<file path="src/lsu_consts.svh">
// vector lsu constants

`ifndef LSU_CONSTS_SVH
`define LSU_CONSTS_SVH

// one vector register
`define LSU_VLEN 128

// largest register group at lmul 2
`define LSU_MAX_REGS 4

// full group as seen by the register file
`define LSU_GROUP_WIDTH (`LSU_VLEN * `LSU_MAX_REGS)

// data memory organisation
`define LSU_BANKS 4
`define LSU_BANK_WIDTH 32

// word address into each bank
`define LSU_ADDR_BITS 12

`endif
</file>
<file path="src/lsu_pkg.sv">
// vector lsu types

`default_nettype none

package lsu_pkg;

    `include "lsu_consts.svh"

    // unit-stride load or store
    typedef enum logic {
        LSU_LOAD  = 1'b0,
        LSU_STORE = 1'b1
    } lsu_op_e;

    // request from the vector register file side
    typedef struct packed {
        lsu_op_e                     op;
        logic [2:0]                  lmul;
        logic [`LSU_ADDR_BITS-1:0]   base;
        logic [`LSU_GROUP_WIDTH-1:0] data;
    } lsu_req_t;

    // one beat to the four banks
    typedef struct packed {
        logic                                          write;
        logic [`LSU_BANKS-1:0][`LSU_ADDR_BITS-1:0]     addr;
        logic [`LSU_BANKS-1:0][`LSU_BANK_WIDTH-1:0]    wdata;
    } bank_req_t;

    // number of beats a pending load will return
    typedef struct packed {
        logic [2:0] beats;
    } load_tag_t;

    typedef logic [`LSU_GROUP_WIDTH-1:0] load_result_t;

    // reserved lmul encodings fall back to a single register
    function automatic logic [2:0] beats_for_lmul(input logic [2:0] lmul);
        logic [2:0] beats;
        case (lmul)
            3'd1:    beats = 3'd2;
            3'd2:    beats = 3'd4;
            default: beats = 3'd1;
        endcase
        return beats;
    endfunction

endpackage

`default_nettype wire

</file>
<file path="src/vector_lsu.sv">
// vector load/store unit

`timescale 1ns/1ps
`default_nettype none

`include "lsu_consts.svh"

module vector_lsu
    import lsu_pkg::*;
(
    input  wire logic                 clk,
    input  wire logic                 nrst,

    input  wire logic                 req_valid,
    output logic                      req_ready,
    input  wire lsu_req_t             req_data,

    output logic                      mem_req_valid,
    input  wire logic                 mem_req_ready,
    output bank_req_t                 mem_req,

    input  wire logic                 mem_rsp_valid,
    input  wire logic [`LSU_VLEN-1:0] mem_rsp_data,

    output logic                      res_valid,
    input  wire logic                 res_ready,
    output load_result_t              res_data,

    output logic                      st_done
);

    lsu_req_t     issue_req;
    logic         issue_valid;
    logic         issue_ready;
    load_tag_t    tag;
    logic         tag_valid;
    logic         tag_ready;
    load_result_t asm_res;
    logic         asm_valid;
    logic         asm_ready;

    pipe_stage #(.payload_t(lsu_req_t)) req_stage0 (
        .clk       (clk),
        .nrst      (nrst),
        .in_valid  (req_valid),
        .in_ready  (req_ready),
        .in_data   (req_data),
        .out_valid (issue_valid),
        .out_ready (issue_ready),
        .out_data  (issue_req)
    );

    beat_issue beat_issue0 (
        .clk           (clk),
        .nrst          (nrst),
        .req_valid     (issue_valid),
        .req_ready     (issue_ready),
        .req           (issue_req),
        .mem_req_valid (mem_req_valid),
        .mem_req_ready (mem_req_ready),
        .mem_req       (mem_req),
        .tag_valid     (tag_valid),
        .tag_ready     (tag_ready),
        .tag           (tag),
        .st_done       (st_done)
    );

    load_assemble load_assemble0 (
        .clk           (clk),
        .nrst          (nrst),
        .tag_valid     (tag_valid),
        .tag_ready     (tag_ready),
        .tag           (tag),
        .mem_rsp_valid (mem_rsp_valid),
        .mem_rsp_data  (mem_rsp_data),
        .res_valid     (asm_valid),
        .res_ready     (asm_ready),
        .res           (asm_res)
    );

    pipe_stage #(.payload_t(load_result_t)) res_stage0 (
        .clk       (clk),
        .nrst      (nrst),
        .in_valid  (asm_valid),
        .in_ready  (asm_ready),
        .in_data   (asm_res),
        .out_valid (res_valid),
        .out_ready (res_ready),
        .out_data  (res_data)
    );

endmodule

`default_nettype wire

</file>
<file path="src/load_assemble.sv">
// vector lsu load assembly

`timescale 1ns/1ps
`default_nettype none

`include "lsu_consts.svh"

module load_assemble
    import lsu_pkg::*;
(
    input  wire logic                 clk,
    input  wire logic                 nrst,

    // tag from beat issue
    input  wire logic                 tag_valid,
    output logic                      tag_ready,
    input  wire load_tag_t            tag,

    // response beats, four bank words each
    input  wire logic                 mem_rsp_valid,
    input  wire logic [`LSU_VLEN-1:0] mem_rsp_data,

    // finished group
    output logic                      res_valid,
    input  wire logic                 res_ready,
    output load_result_t              res
);

    logic         tag_full;
    logic [2:0]   cnt;
    logic [2:0]   beats_q;
    load_result_t group_q;

    logic tag_hs;
    logic done;
    logic rsp_take;

    // one load in flight at a time
    assign tag_ready = !tag_full;
    assign tag_hs    = tag_valid && tag_ready;

    assign done     = tag_full && (cnt == beats_q);
    assign rsp_take = mem_rsp_valid && tag_full && !done;

    assign res_valid = done;
    assign res       = group_q;

    always_ff @(posedge clk) begin
        if (!nrst) begin
            tag_full <= 1'b0;
            cnt      <= 3'd0;
        end else if (tag_hs) begin
            tag_full <= 1'b1;
            cnt      <= 3'd0;
        end else if (res_valid && res_ready) begin
            // slot frees only once the group has moved downstream
            tag_full <= 1'b0;
        end else if (rsp_take) begin
            cnt <= cnt + 3'd1;
        end
    end

    // upper registers stay zero for short groups
    always_ff @(posedge clk) begin
        if (tag_hs) begin
            beats_q <= tag.beats;
            group_q <= '0;
        end else if (rsp_take) begin
            group_q[cnt*`LSU_VLEN +: `LSU_VLEN] <= mem_rsp_data;
        end
    end

endmodule

`default_nettype wire

</file>
<file path="src/beat_issue.sv">
// vector lsu beat issue

`timescale 1ns/1ps
`default_nettype none

`include "lsu_consts.svh"

module beat_issue
    import lsu_pkg::*;
(
    input  wire logic      clk,
    input  wire logic      nrst,

    // request from the request stage
    input  wire logic      req_valid,
    output logic           req_ready,
    input  wire lsu_req_t  req,

    // beat to the memory banks
    output logic           mem_req_valid,
    input  wire logic      mem_req_ready,
    output bank_req_t      mem_req,

    // load tag to assembly
    output logic           tag_valid,
    input  wire logic      tag_ready,
    output load_tag_t      tag,

    output logic           st_done
);

    // control state
    logic       busy;
    logic [2:0] beat_cnt;

    // current request, advanced one beat at a time
    lsu_op_e                     op_q;
    logic [2:0]                  last_q;
    logic [`LSU_ADDR_BITS-1:0]   addr_q;
    logic [`LSU_GROUP_WIDTH-1:0] data_q;

    logic [2:0] req_beats;
    logic       last_beat;
    logic       beat_hs;
    logic       can_accept;
    logic       req_hs;

    assign req_beats = beats_for_lmul(req.lmul);

    assign last_beat = (beat_cnt == last_q);
    assign beat_hs   = mem_req_valid && mem_req_ready;

    // a new request may enter on the cycle the last beat leaves
    assign can_accept = !busy || (beat_hs && last_beat);

    // loads also need the tag slot, stores do not
    assign req_ready = can_accept && (req.op == LSU_STORE || tag_ready);
    assign req_hs    = req_valid && req_ready;

    // tag handshake coincides with the load being accepted
    assign tag_valid  = req_valid && can_accept && (req.op == LSU_LOAD);
    assign tag.beats  = req_beats;

    assign mem_req_valid = busy;

    always_comb begin
        mem_req.write = (op_q == LSU_STORE);
        for (int j = 0; j < `LSU_BANKS; j++) begin
            mem_req.addr[j]  = addr_q + `LSU_ADDR_BITS'(j);
            mem_req.wdata[j] = data_q[j*`LSU_BANK_WIDTH +: `LSU_BANK_WIDTH];
        end
    end

    always_ff @(posedge clk) begin
        if (!nrst) begin
            busy     <= 1'b0;
            beat_cnt <= 3'd0;
            st_done  <= 1'b0;
        end else begin
            st_done <= beat_hs && last_beat && (op_q == LSU_STORE);
            if (req_hs) begin
                busy     <= 1'b1;
                beat_cnt <= 3'd0;
            end else if (beat_hs && last_beat) begin
                busy <= 1'b0;
            end else if (beat_hs) begin
                beat_cnt <= beat_cnt + 3'd1;
            end
        end
    end

    // next beat starts four words up, store data moves down one register
    always_ff @(posedge clk) begin
        if (req_hs) begin
            op_q   <= req.op;
            last_q <= req_beats - 3'd1;
            addr_q <= req.base;
            data_q <= req.data;
        end else if (beat_hs) begin
            addr_q <= addr_q + `LSU_ADDR_BITS'(`LSU_BANKS);
            data_q <= data_q >> `LSU_VLEN;
        end
    end

endmodule

`default_nettype wire

</file>
<file path="src/pipe_stage.sv">
// valid/ready stage register

`timescale 1ns/1ps
`default_nettype none

module pipe_stage #(
    parameter type payload_t = logic
) (
    input  wire logic     clk,
    input  wire logic     nrst,

    // upstream side
    input  wire logic     in_valid,
    output logic          in_ready,
    input  wire payload_t in_data,

    // downstream side
    output logic          out_valid,
    input  wire logic     out_ready,
    output payload_t      out_data
);

    logic     full;
    payload_t data_q;

    // accept when empty or when the held entry drains this cycle
    assign in_ready  = !full || out_ready;
    assign out_valid = full;
    assign out_data  = data_q;

    always_ff @(posedge clk) begin
        if (!nrst) begin
            full <= 1'b0;
        end else if (in_valid && in_ready) begin
            full <= 1'b1;
        end else if (out_ready) begin
            full <= 1'b0;
        end
    end

    always_ff @(posedge clk) begin
        if (in_valid && in_ready) begin
            data_q <= in_data;
        end
    end

endmodule

`default_nettype wire

</file>
<file path="config.mk">
export PLATFORM = sky130hd
export DESIGN_NAME = vector_lsu
export DESIGN_NICKNAME = d
export VERILOG_FILES = /design/src/lsu_pkg.sv /design/src/vector_lsu.sv /design/src/load_assemble.sv /design/src/beat_issue.sv /design/src/pipe_stage.sv
export VERILOG_INCLUDE_DIRS = /design/src /design/src/src
export SDC_FILE = /design/constraint.sdc
export NUM_CORES = 2
export LEC_CHECK = 0
export ABC_AREA = 1
export BUFFER_PORTS_ARGS = -buffer_cell sky130_fd_sc_hd__buf_2
export CAP_MARGIN = 20
export CORE_AREA = 2 2 530 532
export DETAILED_ROUTE_END_ITERATION = 12
export DIE_AREA = 0 0 532 534
export PLACE_DENSITY = 0.46
export SKIP_CTS_REPAIR_TIMING = 1
export SLEW_MARGIN = 20
export SYNTH_ARGS = -nofsm -noshare
export SYNTH_HDL_FRONTEND = slang
export SYNTH_SLANG_ARGS = --single-unit
</file>
<file path="constraint.sdc">
create_clock -name clk -period 33.3 [get_ports clk]
set_clock_uncertainty 0.1 [all_clocks]
set_input_delay 4.995 -clock clk [delete_from_list [all_inputs] [get_ports clk]]
set_output_delay 4.995 -clock clk [all_outputs]
set_load 0.01 [all_outputs]
</file>
==> metrics.cfg <==
[run_status]
status=completed

[worst_setup_path]
reg2reg_slack_ns=27.09
crit_path_frequent_cell=nand2_1
crit_slowest_cell=nand2_1
r2r-start=beat_issue0.last_q[0]
crit_cells=8
crit_path_end=req_ready
cp_cell_sequence=buf_2 -> nand2_1 -> inv_1 -> nand4_1 -> nand2_1 -> nand2_1 -> nand2_1 -> buf_2
critPathCaptureType=output pin
timing.rr.end=beat_issue0.data_q[219]
critical_path_arrival_ns=6.07
ff2ff_path_depth=11
crit_path_start_kind=primary input
required_ns=28.20
slowest_delay_ns=0.24
worstSetupStartpoint=mem_req_ready
cp_top_family=simple AND/OR/NAND/NOR gates
crit_fanout=4
path_class=primary input to output pin
worst-path-buf-inv=3

[sta]
max_slew_margin=0.184
final.setup.tns_ns=0
rsz0062_at_grt=no
finalCritPeriodShare=0.335
setup_violations=0
clock.fmax_ghz=0.0896
hold_viol=0
slew_viol_final=0
min_period_ns=11.17
tightest_slew_ns=1.22

[finish]
fillers=28000
multi_input_area_um2=14100
design_area_um2=94400
final-seq-area_um2=57600
drive_gt1_frac=0.220
area_growth_syn_to_layout_pct=22.9
nets=8569
instances_no_fill=11900

[place]
hpwl_mm=173
io_buffers=1354
gp_congestion=0.888
dp.cells=11400
dpl_cell_area_um2=86500

[floorplan]
coreArea_um2=278000
die_height_um=534
start_util=0.276
rows=194
pin_count=1355
die_area_um2=284000
die_x_um=532

[route]
ant_nets=0
vias_per_cell=4.18
drt_iter0_markers=3375
routedWlPerCell_um=20.9
route.detailed.drc=0
vias=49500
firstDrtPassIters=6
totalWireLength_mm=249

[cts]
clk_latency_ns=0.90
clock_path_buffers=4
path_clk_slew_ns=0.06
numCtsBuffers=228
cts_tree=done
cts-root-buf=clkbuf_16
h-tree-depth=4
cts.sinks=2094

[pwr]
peakVddDrop_mv=0.0483
leakage_nw=41.2
p_clk_frac=0.435
p_comb_frac=0.061
p_per_area_nw_per_um2=64.6
switchingPower_mw=1.41
switching_share=0.231
power_frac_seq=0.505
cell_internal_pwr_mw=4.69

[synth]
synth_area_um2=76800
yosysTopAreaCell=edfxtp_1
yosysUniqueCellTypes=23
synth_top_family_by_area=simple AND/OR/NAND/NOR gates
synth.area.mux_share=0
synth_seq_cells=2094
synthSimpleGateAreaFrac=0.154
ys_seq_area_frac=0.750
synth_cells=6701
avgSynthCellArea_um2=11.5
synth_top_area_share=0.614
synth_area_leaders=edfxtp_1 61%, dfxtp_1 14%, nand2_1 10%
synthAdderAreaFrac=0.00147
synth_xor_area_frac=0.00319
synth_compound_area_frac=0.0239
syn_nets=7372
yosysWarnings=0

[min_path]
min_from=load_assemble0.res[216]
hold_path.class=flip-flop to flip-flop

[grt]
grt_first_pass_wirelength_mm=350
antenna_found_initial=161
overflow=0
grt_pass1_vias=47800
grt_max_degree=187
track_usage=0.169

[job]
maxCapViolations=0

==> cell usage in the layout, fill, tap and decap left out, types with 7 or more instances in the layout <==
cell          n
nand3_1       7
diode_2      48
dfxtp_1     523
buf_4        43
nor3_1        8
nand2_1    2050
o21ai_0     221
clkbuf_8     27
a21oi_1     105
clkinv_2     42
clkbuf_1     44
nor2_1      804
inv_6         7
buf_2      1354
inv_1       717
clkinv_1     27
and2_1      127
xor2_1       23
nand4_1      32
buf_12        9
ha_1          9
edfxtp_1   1571
o21ai_1      40
bufinv_16    30
clkbuf_16   231
==> sequential cells by signal (all words and copies together) (netlist names), 12 cells and up <==
signal	count
beat_issue0.addr_q	12
beat_issue0.data_q	512
load_assemble0.res	512
req_stage0.out_data	528
res_stage0.out_data	512
==> power by group through the flow <==
stage / clock (mW) / combinational, mW / sequential [mW]
2_1_floorplan: 0 / 0.234 / 3.17
3_3_place_gp: 0 / 0.371 / 3.14
3_5_place_dp: 0 / 0.377 / 3.14
4_1_cts: 2.72 / 0.378 / 3.08
5_1_grt: 2.82 / 0.422 / 3.09
6_report: 2.65 / 0.369 / 3.08
==> kinds of logic after synthesis <==
| logic type | Yosys count |
|---|---|
| and+or+nand+nor | 3039 |
| DFF | 2094 |
| buffers and inverters | 1163 |
| AOI/OAI and AO/OA | 367 |
| xor gates and xnor gates | 28 |
| adders and majority gates | 9 |
| other | 1 |
==> worst min path at each step <==
stage / slack [ns] / endpoint / cells after the start
floorplan: 0.31 / res_stage0.out_data[0] / 0
global placement: 0.31 / res_stage0.out_data[29] / 0
detailed placement: 0.31 / res_stage0.out_data[158] / 0
CTS: 0.30 / res_stage0.out_data[476] / 0
global route: 0.31 / res_stage0.out_data[216] / 0
finish: 0.29 / res_stage0.out_data[216] / 0
==> stage by stage <==
step | total power [mW] | hold slack, ns | util | setup slack [ns]
2_1_floorplan | 3.40 | 0.308 | - | 0.832
3_3_place_gp | 3.51 | 0.311 | 0.311 | 22.12
3_5_place_dp | 3.51 | 0.313 | 0.311 | 22.13
4_1_cts | 6.19 | 0.300 | 0.339 | 22.13
5_1_grt | 6.34 | 0.305 | 0.339 | 22.03
6_report | 6.10 | 0.288 | 0.339 | 22.13
==> cell type report <==
| class | instances | area share |
|---|---|---|
| antenna | 48 | 0.00127 |
| tap | 3724 | 0.0493 |
| sequential | 2094 | 0.610 |
| clock inverter | 123 | 0.0163 |
| clock buffer | 302 | 0.0669 |
| inverter | 724 | 0.0290 |
| timing repair buffer | 1406 | 0.0771 |
| multi-input combinational | 3444 | 0.150 |
==> metal layers <==
layer | global-route usage | routed length (um) | up-vias
met5 | 0 | 838 | -
met4 | 0.0522 | 8570 | 128
met3 | 0.0519 | 19600 | 514
met2 | 0.283 | 118000 | 1679
met1 | 0.208 | 101000 | 23500
li1 | - | - | 23800
==> synth_stat cells <==
library cell	count
nand2_1	2051
edfxtp_1	1571
nor2_1	805
inv_1	719
dfxtp_1	523
o21ai_0	221
buf_2	189
buf_4	135
and2_1	127
a21oi_1	106
clkbuf_1	90
o21ai_1	40
nand4_1	32
xor2_1	23
buf_1	18
nand3_1	11
nor3_1	11
ha_1	9
buf_6	7
inv_2	5
xnor2_1	5
nand3_2	2
conb_1	1
Note: power is estimated with default switching activity, not from simulation.
